File: src/iotdf_settings.svh
`ifndef IOTDF_SETTINGS_SVH
`define IOTDF_SETTINGS_SVH

// input side
// one byte per strobe
`define IOT_BYTE_W 8

// sixteen bytes make one item
`define IOT_ITEM_BYTES 16

// item and output word width
`define IOT_ITEM_W 128

// min/max grouping
// results come out once per group of this many items
`define IOT_GROUP_ITEMS 8

// crc generator x^3 + x + 1
`define IOT_CRC_W 3

// low bits of the generator, leading x^3 term implied
`define IOT_CRC_POLY 3'b011

`endif
File: src/iot_fn_pkg.sv
package iot_fn_pkg;

  // function select codes
  // codes 1, 2, 6 and 7 fold into FN_NONE
  typedef enum logic [2:0] {
    FN_NONE     = 3'd0,
    FN_CRC_GEN  = 3'd3,
    FN_TOP2MAX  = 3'd4,
    FN_LAST2MIN = 3'd5
  } fn_t;

  // result_mux states
  typedef enum logic {
    MUX_WAIT_FN,
    MUX_RUN
  } mux_state_t;

  // extreme_tracker states
  typedef enum logic {
    TRK_COLLECT,
    TRK_SECOND
  } trk_state_t;

endpackage

File: src/iot_types_pkg.sv
`include "iotdf_settings.svh"

package iot_types_pkg;

  // one strobed input byte
  typedef logic [`IOT_BYTE_W-1:0] byte_t;

  // a whole data item, also the width of the output word
  typedef logic [`IOT_ITEM_W-1:0] item_t;

  // crc remainder
  typedef logic [`IOT_CRC_W-1:0] crc_t;

  // byte position inside an item, wraps after the last byte
  typedef logic [$clog2(`IOT_ITEM_BYTES)-1:0] byte_idx_t;

  // item position inside a min/max group
  typedef logic [$clog2(`IOT_GROUP_ITEMS)-1:0] item_idx_t;

endpackage

File: src/iotdf_top.sv
`timescale 1ns/1ns

module iotdf_top
  import iot_types_pkg::*;
(
  input  logic       clk,
  input  logic       rst,
  input  logic       i_in_en,
  input  byte_t      i_iot_in,
  input  logic [2:0] i_fn_sel,
  output logic       o_valid,
  output item_t      o_iot_out
);

  item_t item_data;
  logic  item_strobe;
  logic  crc_start;
  logic  trk_start;
  logic  trk_find_max;
  crc_t  crc_value;
  logic  crc_done;
  item_t trk_value;
  logic  trk_done;

  byte_loader byte_loader_inst (
    .clk           (clk),
    .rst           (rst),
    .i_in_en       (i_in_en),
    .i_byte        (i_iot_in),
    .o_item        (item_data),
    .o_item_strobe (item_strobe)
  );

  crc3_engine crc3_engine_inst (
    .clk     (clk),
    .rst     (rst),
    .i_start (crc_start),
    .i_item  (item_data),
    .o_crc   (crc_value),
    .o_done  (crc_done)
  );

  extreme_tracker extreme_tracker_inst (
    .clk        (clk),
    .rst        (rst),
    .i_start    (trk_start),
    .i_find_max (trk_find_max),
    .i_item     (item_data),
    .o_value    (trk_value),
    .o_done     (trk_done)
  );

  result_mux result_mux_inst (
    .clk            (clk),
    .rst            (rst),
    .i_in_en        (i_in_en),
    .i_fn_sel       (i_fn_sel),
    .i_item_strobe  (item_strobe),
    .i_crc          (crc_value),
    .i_crc_done     (crc_done),
    .i_trk_value    (trk_value),
    .i_trk_done     (trk_done),
    .o_crc_start    (crc_start),
    .o_trk_start    (trk_start),
    .o_trk_find_max (trk_find_max),
    .o_valid        (o_valid),
    .o_iot_out      (o_iot_out)
  );

endmodule

File: src/result_mux.sv
`timescale 1ns/1ns

module result_mux
  import iot_types_pkg::*,
         iot_fn_pkg::*;
(
  input  logic       clk,
  input  logic       rst,
  input  logic       i_in_en,
  input  logic [2:0] i_fn_sel,
  input  logic       i_item_strobe,
  input  crc_t       i_crc,
  input  logic       i_crc_done,
  input  item_t      i_trk_value,
  input  logic       i_trk_done,
  output logic       o_crc_start,
  output logic       o_trk_start,
  output logic       o_trk_find_max,
  output logic       o_valid,
  output item_t      o_iot_out
);

  mux_state_t state;
  fn_t        fn;

  // unsupported codes produce no output
  function automatic fn_t decode_fn(logic [2:0] code);
    case (code)
      3'd3:    return FN_CRC_GEN;
      3'd4:    return FN_TOP2MAX;
      3'd5:    return FN_LAST2MIN;
      default: return FN_NONE;
    endcase
  endfunction

  // function code is taken once, at the first byte
  always_ff @(posedge clk or posedge rst) begin
    if (rst) begin
      state <= MUX_WAIT_FN;
      fn    <= FN_NONE;
    end else if (state == MUX_WAIT_FN && i_in_en) begin
      fn    <= decode_fn(i_fn_sel);
      state <= MUX_RUN;
    end
  end

  // route item strobes to the active engine
  assign o_crc_start    = i_item_strobe && (fn == FN_CRC_GEN);
  assign o_trk_start    = i_item_strobe && (fn == FN_TOP2MAX || fn == FN_LAST2MIN);
  assign o_trk_find_max = (fn == FN_TOP2MAX);

  // registered output stage
  always_ff @(posedge clk or posedge rst) begin
    if (rst) begin
      o_valid   <= 1'b0;
      o_iot_out <= '0;
    end else begin
      o_valid <= i_crc_done || i_trk_done;
      if (i_crc_done) begin
        o_iot_out <= item_t'(i_crc);
      end else if (i_trk_done) begin
        o_iot_out <= i_trk_value;
      end
    end
  end

  // only one engine is ever enabled for a run
  assert property (@(posedge clk) disable iff (rst)
    !(i_crc_done && i_trk_done))
    else $error("result_mux: crc and tracker done at the same time");

endmodule

File: src/extreme_tracker.sv
`timescale 1ns/1ns
`include "iotdf_settings.svh"

module extreme_tracker
  import iot_types_pkg::*,
         iot_fn_pkg::*;
(
  input  logic  clk,
  input  logic  rst,
  input  logic  i_start,
  input  logic  i_find_max,
  input  item_t i_item,
  output item_t o_value,
  output logic  o_done
);

  localparam item_idx_t LAST_ITEM = item_idx_t'(`IOT_GROUP_ITEMS - 1);

  trk_state_t state;
  item_idx_t  item_cnt;
  logic       last_item;
  logic       emit_first;

  // running pair
  item_t best;
  item_t second;
  item_t best_nxt;
  item_t second_nxt;

  // runner-up parked for the second result
  item_t hold_second;

  // strict ordering, larger for max mode and smaller for min mode
  function automatic logic beats(item_t a, item_t b, logic find_max);
    return find_max ? (a > b) : (a < b);
  endfunction

  assign last_item  = (item_cnt == LAST_ITEM);
  assign emit_first = i_start && last_item;

  // next running pair
  always_comb begin
    best_nxt   = best;
    second_nxt = second;
    if (item_cnt == '0) begin
      // group seed, second starts at the weakest value
      best_nxt   = i_item;
      second_nxt = i_find_max ? '0 : '1;
    end else if (beats(i_item, best, i_find_max)) begin
      best_nxt   = i_item;
      second_nxt = best;
    end else if (!beats(second, i_item, i_find_max)) begin
      // a tie with best lands here too
      second_nxt = i_item;
    end
  end

  always_ff @(posedge clk or posedge rst) begin
    if (rst) begin
      state    <= TRK_COLLECT;
      item_cnt <= '0;
      o_done   <= 1'b0;
    end else begin
      o_done <= emit_first || (state == TRK_SECOND);
      if (i_start) begin
        item_cnt <= item_cnt + 1'b1;
      end
      case (state)
        TRK_COLLECT: begin
          if (emit_first) begin
            state <= TRK_SECOND;
          end
        end
        TRK_SECOND: begin
          state <= TRK_COLLECT;
        end
        default: begin
          state <= TRK_COLLECT;
        end
      endcase
    end
  end

  // output pair is split off so the next group can start right away
  always_ff @(posedge clk) begin
    if (i_start) begin
      best   <= best_nxt;
      second <= second_nxt;
    end
    if (emit_first) begin
      o_value     <= best_nxt;
      hold_second <= second_nxt;
    end else if (state == TRK_SECOND) begin
      o_value <= hold_second;
    end
  end

  // each group gives exactly two results back to back
  assert property (@(posedge clk) disable iff (rst)
    $rose(o_done) |=> o_done ##1 !o_done)
    else $error("extreme_tracker: done pulses not in an adjacent pair");

endmodule

File: src/crc3_engine.sv
`timescale 1ns/1ns
`include "iotdf_settings.svh"

module crc3_engine
  import iot_types_pkg::*;
(
  input  logic  clk,
  input  logic  rst,
  input  logic  i_start,
  input  item_t i_item,
  output crc_t  o_crc,
  output logic  o_done
);

  crc_t crc_calc;

  // remainder of item * x^3, msb first
  // same bit-serial division as an lfsr, unrolled over the whole item
  function automatic crc_t crc_of(item_t item);
    crc_t rem;
    logic fb;
    rem = '0;
    for (int i = `IOT_ITEM_W - 1; i >= 0; i--) begin
      fb  = rem[`IOT_CRC_W-1] ^ item[i];
      rem = {rem[`IOT_CRC_W-2:0], 1'b0};
      if (fb) begin
        rem = rem ^ crc_t'(`IOT_CRC_POLY);
      end
    end
    return rem;
  endfunction

  assign crc_calc = crc_of(i_item);

  // done pulse
  always_ff @(posedge clk or posedge rst) begin
    if (rst) begin
      o_done <= 1'b0;
    end else begin
      o_done <= i_start;
    end
  end

  // remainder only loads on a new item
  always_ff @(posedge clk) begin
    if (i_start) begin
      o_crc <= crc_calc;
    end
  end

  // done is exactly one cycle behind start, never earlier or later
  assert property (@(posedge clk) disable iff (rst)
    i_start |=> o_done)
    else $error("crc3_engine: done missing one cycle after start");

  assert property (@(posedge clk) disable iff (rst)
    o_done |-> $past(i_start))
    else $error("crc3_engine: done without a start on the previous cycle");

endmodule

File: src/byte_loader.sv
`timescale 1ns/1ns
`include "iotdf_settings.svh"

module byte_loader
  import iot_types_pkg::*;
(
  input  logic  clk,
  input  logic  rst,
  input  logic  i_in_en,
  input  byte_t i_byte,
  output item_t o_item,
  output logic  o_item_strobe
);

  localparam byte_idx_t LAST_BYTE = byte_idx_t'(`IOT_ITEM_BYTES - 1);

  byte_idx_t byte_cnt;

  // byte counter and completion strobe
  always_ff @(posedge clk or posedge rst) begin
    if (rst) begin
      byte_cnt      <= '0;
      o_item_strobe <= 1'b0;
    end else begin
      // wraps to zero after the last byte of an item
      if (i_in_en) begin
        byte_cnt <= byte_cnt + 1'b1;
      end
      o_item_strobe <= i_in_en && (byte_cnt == LAST_BYTE);
    end
  end

  // shift in from the low end, first byte ends up on top
  always_ff @(posedge clk) begin
    if (i_in_en) begin
      o_item <= {o_item[`IOT_ITEM_W-`IOT_BYTE_W-1:0], i_byte};
    end
  end

  // an item takes sixteen accepted bytes, so strobes never touch
  assert property (@(posedge clk) disable iff (rst)
    o_item_strobe |=> !o_item_strobe)
    else $error("byte_loader: item strobe high on two cycles in a row");

endmodule

File: config.mk
export PLATFORM = sky130hd
export DESIGN_NAME = iotdf_top
export DESIGN_NICKNAME = d
export VERILOG_FILES = /design/src/iot_fn_pkg.sv /design/src/iot_types_pkg.sv /design/src/iotdf_top.sv /design/src/result_mux.sv /design/src/extreme_tracker.sv /design/src/crc3_engine.sv /design/src/byte_loader.sv
export VERILOG_INCLUDE_DIRS = /design/src
export SDC_FILE = /design/constraint.sdc
export NUM_CORES = 2
export LEC_CHECK = 0
export ABC_AREA = 1
export BUFFER_PORTS_ARGS = -buffer_cell sky130_fd_sc_hd__buf_2
export CAP_MARGIN = 20
export CORE_MARGIN = 2
export CORE_UTILIZATION = 35
export DETAILED_ROUTE_END_ITERATION = 6
export GPL_ROUTABILITY_DRIVEN = 0
export PLACE_DENSITY = 0.6
export SLEW_MARGIN = 10
export SYNTH_ARGS = -nofsm -noshare
export SYNTH_HDL_FRONTEND = slang
export SYNTH_SLANG_ARGS = --single-unit
export TNS_END_PERCENT = 30
File: constraint.sdc
create_clock -name clk -period 22.4 [get_ports clk]
set_clock_uncertainty 0.2 [all_clocks]
set_input_delay 0 -clock clk [delete_from_list [all_inputs] [get_ports clk]]
set_output_delay 0 -clock clk [all_outputs]
set_load 0.005 [all_outputs]
== Yosys cells after proc, flatten, opt, wreduce, memory -nomap -nowiden ==
Cells that the tools add are included.
Word-level totals
  output and inout bits: 129
  logic and storage cells: 441
  register bits: 787
Operators by class
  magnitude comparators: 4
  mux-type cells: 143
  bitwise gates (word level): 256
  eq/ne operators: 8
  $add $sub $neg: 2
  reduce and logical (&&, ||, !) cells: 11
Operators by type and width (count)
  two-way mux 128 bit: 10
  > comparator 128 bit: 2
  < comparator 128 bit: 2
  two-way mux 2 bit: 128
  inverter 2 bit: 127
  XOR 1 bit: 126
  == test 3 bit, second input constant: 5
  one-hot mux 3 bit (3 select lines): 1
  == test 3 x 2 -> 1 bit, second input constant: 2
  logical AND 1 bit: 5
  adder 4 x 1 -> 4 bit, second input constant: 1
  == test 4 bit, second input constant: 1
  nonzero test 2 bit: 2
  adder 3 x 1 -> 3 bit, second input constant: 1
  zero test 3 bit: 1
  logical OR 1 bit: 3
  two-way mux 1 bit: 3
  inverter 1 bit: 2
  one-hot mux 1 bit (2 select lines): 1
  XOR 1 bit, first input constant: 1

== Logic depth before layout (Yosys ltp) ==
  depth after elaboration: 255
  mapped depth: 172
  depth with buffers taken out: 172

== Hierarchy ==
From an unflattened synthesis, not the netlist that was laid out.
Second synthesis, totals
  cell total of the unflattened synthesis: 5425
  area, all modules: 45660.0 µm²
By module, submodules not included
  extreme_tracker: sequential area each 15499.9 µm², times used 1, cells each 3620, area each 31118.6 µm²
  crc3_engine: sequential area each 115.1 µm², times used 1, cells each 1080, area each 5362.6 µm²
  result_mux: sequential area each 3328.2 µm², times used 1, cells each 575, area each 5121.2 µm²
  byte_loader: sequential area each 3968.8 µm², times used 1, cells each 150, area each 4057.6 µm²

== Worst setup path after synthesis ==
No wires, ideal clock.
  path kind: register -> register
  from: register result_mux_inst.fn[1]
  to: register extreme_tracker_inst.hold_second[0] (enable)
  slack: -1.981 ns
  setup time: 0.543 ns
  clock period less this slack: 24.381 ns
  path buffers: 1
  stages on the path, launching flop included: 5
  data arrival time: 23.638 ns
  cells stage by stage: dfrtp_1 > nor3_1 > nand2_1 > inv_1 > clkbuf_1
Between the ends
  longest elaborated chain between the ends: 4
  elaborated cells between the ends (all ways): 5
RTL lines
  start, declared: line result_mux.sv:24  | fn_t fn;
  start signal, assigned: line result_mux.sv:42  | fn <= decode_fn(i_fn_sel);
  == test 3 bit: line result_mux.sv:49  | assign o_trk_start = i_item_strobe && (fn == FN_TOP2MAX || fn == FN_LAST2MIN);
  logical OR 1 bit *: line result_mux.sv:49
  logical AND 1 bit *: line result_mux.sv:49
  net extreme_tracker_inst.i_start: line extreme_tracker.sv:10  | input logic i_start,
  logical AND 1 bit *: line extreme_tracker.sv:39  | assign emit_first = i_start && last_item;
  net extreme_tracker_inst.emit_first: line extreme_tracker.sv:22  | logic emit_first;
  end signal, assigned: line extreme_tracker.sv:92  | hold_second <= second_nxt;
  end, declared: line extreme_tracker.sv:31  | item_t hold_second;
Mark *: on every way through the listed nets, which the timed path passes. The rest lies on a longest branch.
A chain may end at the register's enable or synchronous reset.

== Final worst setup path ==
  from: register byte_loader_inst.o_item[127]
  to: register crc3_engine_inst.o_crc[0] (data pin)
Between the ends
  longest elaborated chain between the ends: 168
  elaborated cells between the ends (all ways): 374
RTL lines
  start, declared: line byte_loader.sv:11  | output item_t o_item,
  start signal, assigned: line byte_loader.sv:36  | o_item <= {o_item[`IOT_ITEM_W-`IOT_BYTE_W-1:0], i_byte};
  two-way mux 2 bit *: line crc3_engine.sv:26  | if (fb) begin
  XOR 1 bit or inverter 2 bit (tied branches)
  two-way mux 2 bit: line crc3_engine.sv:26
  XOR 1 bit or inverter 2 bit (tied branches)
  two-way mux 2 bit: line crc3_engine.sv:26
  inverter 2 bit (no line) or XOR 1 bit (tied branches)
  two-way mux 2 bit: line crc3_engine.sv:26
  XOR 1 bit or inverter 2 bit (tied branches)
  (+152 left out)
  two-way mux 2 bit: line crc3_engine.sv:26
  inverter 2 bit (no line) or XOR 1 bit (tied branches)
  two-way mux 2 bit: line crc3_engine.sv:26
  XOR 1 bit or inverter 2 bit (tied branches)
  two-way mux 2 bit: line crc3_engine.sv:26
  inverter 2 bit (no line) or XOR 1 bit (tied branches)
  two-way mux 2 bit *: line crc3_engine.sv:26
  XOR 1 bit *: line crc3_engine.sv:24  | fb = rem[`IOT_CRC_W-1] ^ item[i];
  end signal, assigned: line crc3_engine.sv:47  | o_crc <= crc_calc;
  end, declared: line crc3_engine.sv:11  | output crc_t o_crc,
Mark *: on every way between the ends. The rest lies on a longest branch, timed or not.

==> impl_metrics.json <==
{
  "status": "finished clean",
  "clkLatencyLatePin_ns": 0.67,
  "drv_slew": 0,
  "cts.clk_slew.worst_paths_ns": 0.06,
  "dieHeight_um": 354,
  "track_usage_pct": 17.6,
  "worst-path-max-fanout": 6,
  "multi_input_area_mm2": 0.0174,
  "gr-total-overflow": 0,
  "cts_made_buffers": 87,
  "fin_crit_ns": 13.93,
  "vias_per_cell": 5.06,
  "layout_common_cells": "nand2_1, edfxtp_1, o21ai_0, inv_1, nand3_1",
  "wl_per_cell_um": 17.3,
  "cp.arrival_ns": 14.15,
  "dr.first_iter.drc_count": 2645,
  "netlist_instances": 4672,
  "routed_wl_mm": 112,
  "finish.net_count": 5035,
  "ys_seq_area_share_pct": 53.3,
  "maxSlewHeadroom_pct": 25.7,
  "dr.pass1.iters": 6,
  "dieArea_mm2": 0.126,
  "grt_pass1_wl_mm": 178,
  "ys_async_sr_fraction_pct": 18.3,
  "setup_tns_ns": 0,
  "startpoint_type": "register",
  "final-hold-violation-count": 0,
  "fmax_mhz": 71.8,
  "post_cts_resized": 0,
  "rows": 128,
  "synth_edf_count": 643,
  "grt_max_degree": 257,
  "fin_area_mm2": 0.0486,
  "die_x_um": 354,
  "cts.sink_count": 787,
  "route.detailed.drc": 0,
  "syn_to_final_growth_pct": 13.2,
  "worstMarginPinSlew_ns": 1.11,
  "clock-root-buffer": "clkbuf_16",
  "cp_common_cell": "nand2_1",
  "grt_setup_unrepaired": "false",
  "min_path_type": "in -> reg",
  "port_buffers": 142,
  "synth_area_mm2": 0.0430,
  "cp-end-kind": "register",
  "core_mm2": 0.122,
  "post-route-period-util_pct": 62.2,
  "dpl_cell_area_mm2": 0.0453,
  "antenna_found_initial": 3,
  "seqCellArea_mm2": 0.0229,
  "ys.flop_type": "edfxtp_1",
  "antenna_cells": 0,
  "grt_pass1_vias": 31465,
  "layout_commonest_cell": "nand2_1",
  "n_fill_cell": 11914,
  "slowest_delay_ns": 0.51,
  "synth_warnings": 0,
  "num_vias": 32669,
  "required_ns": 22.62,
  "cpMaxStageDelayCell": "edfxtp_1",
  "timing.final.setup_violations": 0,
  "crit_type": "reg -> reg",
  "ctsLongestPathBuffers": 3,
  "synth_area_per_cell_um2": 9.20,
  "cts_tree": "built",
  "pin_count": 143,
  "synth-seq-cells": 787,
  "cap_violations": 0,
  "htreeDepth": 3,
  "synth.distinct_cells": 42,
  "dp_hpwl_mm": 74.0,
  "drive_gt1_share_pct": 12.9,
  "detail-route-antenna-nets": 0,
  "start_util_pct": 35.3,
  "syn_nets": 4946
}
critical path: cells and delay by family (launching register included):
family	cells	cell delay [ns]
buf+inv	11	0.68
flops	1	0.51
simple gates	135	12.25
cells in the mapped netlist (15+ instances only):
| master | number | area (um2) |
|---|---|---|
| nand2_4 | 29 | 327 |
| o211ai_1 | 143 | 1070 |
| edfxtp_1 | 643 | 19300 |
| ha_1 | 260 | 3250 |
| nand2_2 | 209 | 1310 |
| dfrtp_1 | 144 | 3600 |
| o21ai_0 | 545 | 2730 |
| nand3_2 | 30 | 300 |
| nand4_1 | 23 | 144 |
| clkbuf_1 | 182 | 683 |
| nor2_1 | 48 | 180 |
| inv_1 | 511 | 1920 |
| nand2_1 | 1243 | 4670 |
| nor4_1 | 15 | 93.8 |
| nand3_1 | 406 | 2030 |
| inv_2 | 34 | 128 |
| a21oi_1 | 109 | 546 |
path summary, 6_finish.rpt:
check | start | to | slack [ns] | cells after the start
max in group asynchronous | rst | result_mux_inst.o_iot_out[25] | 20.14 | 5
worst min-delay path | i_in_en | byte_loader_inst.byte_cnt[1] | 0.20 | 4
worst min register to register | extreme_tracker_inst.state | extreme_tracker_inst.state | 0.23 | 1
worst max register to register | byte_loader_inst.o_item[127] | crc3_engine_inst.o_crc[0] | 8.47 | 146
worst max-delay path | byte_loader_inst.o_item[127] | crc3_engine_inst.o_crc[0] | 8.47 | 146
min in group asynchronous | rst | result_mux_inst.o_iot_out[90] | 0.48 | 4
timing repair:
item	4_1_cts	5_1_grt
hold buffers	31	0
endpoints found under the hold margin	153	0
setup buffers	0	0
metrics by stage:
stage / hold WS (ns) / instances / util [%] / setup WS [ns]
5_1_grt: 0.221 / 6461 / 39.9 / 6.49
3_3_place_gp: -0.0217 / 6266 / 37.2 / 9.24
6_report: 0.203 / 6461 / 39.9 / 8.47
3_5_place_dp: -0.0215 / 6266 / 37.2 / 8.75
2_1_floorplan: -0.113 / 4672 / - / 6.35
4_1_cts: 0.163 / 6461 / 39.9 / 8.61
area by class of cell:
| class | instances | area share (%) |
|---|---|---|
| clock inverter | 42 | 1.05 |
| inverter | 546 | 4.25 |
| timing repair buffer | 196 | 2.52 |
| multi-input combinational | 3143 | 35.7 |
| clock buffer | 122 | 5.22 |
| sequential | 787 | 47.1 |
| tap | 1625 | 4.18 |
routing by layer:
metal  GRT usage [%]  vias to the layer above  wire length, um  share of wire (%)
met1            24.6                    15552            51500                 46
li1                -                    16120                -                  -
met5               0                        -                0                  0
met4            6.02                        0             3180                2.8
met2            28.1                      833            50700                 45
met3            2.63                      164             6420                5.7
cells by family after synthesis:
kind of cell	Yosys count	share of synthesized area, %
AO/OA/AOI/OAI	840	10.9
XOR/XNOR	13	0.265
adder cells (fa/ha/maj)	260	7.57
buffers and inverters	742	6.49
flip-flops	787	53.3
AND/OR/NAND/NOR	2030	21.4
flip-flops by register name, summed over array words and instances (netlist names), 3 cells and up:
name	count
result_mux_inst.fn	3
crc3_engine_inst.o_crc	3
extreme_tracker_inst.hold_second	128
result_mux_inst.o_iot_out	128
extreme_tracker_inst.best	128
byte_loader_inst.o_item	128
extreme_tracker_inst.o_value	128
extreme_tracker_inst.item_cnt	3
byte_loader_inst.byte_cnt	4
extreme_tracker_inst.second	128
Power is left out: the tool's default activity adds up to more than one toggle a clock period on the data nets, which glitch-free logic cannot reach.
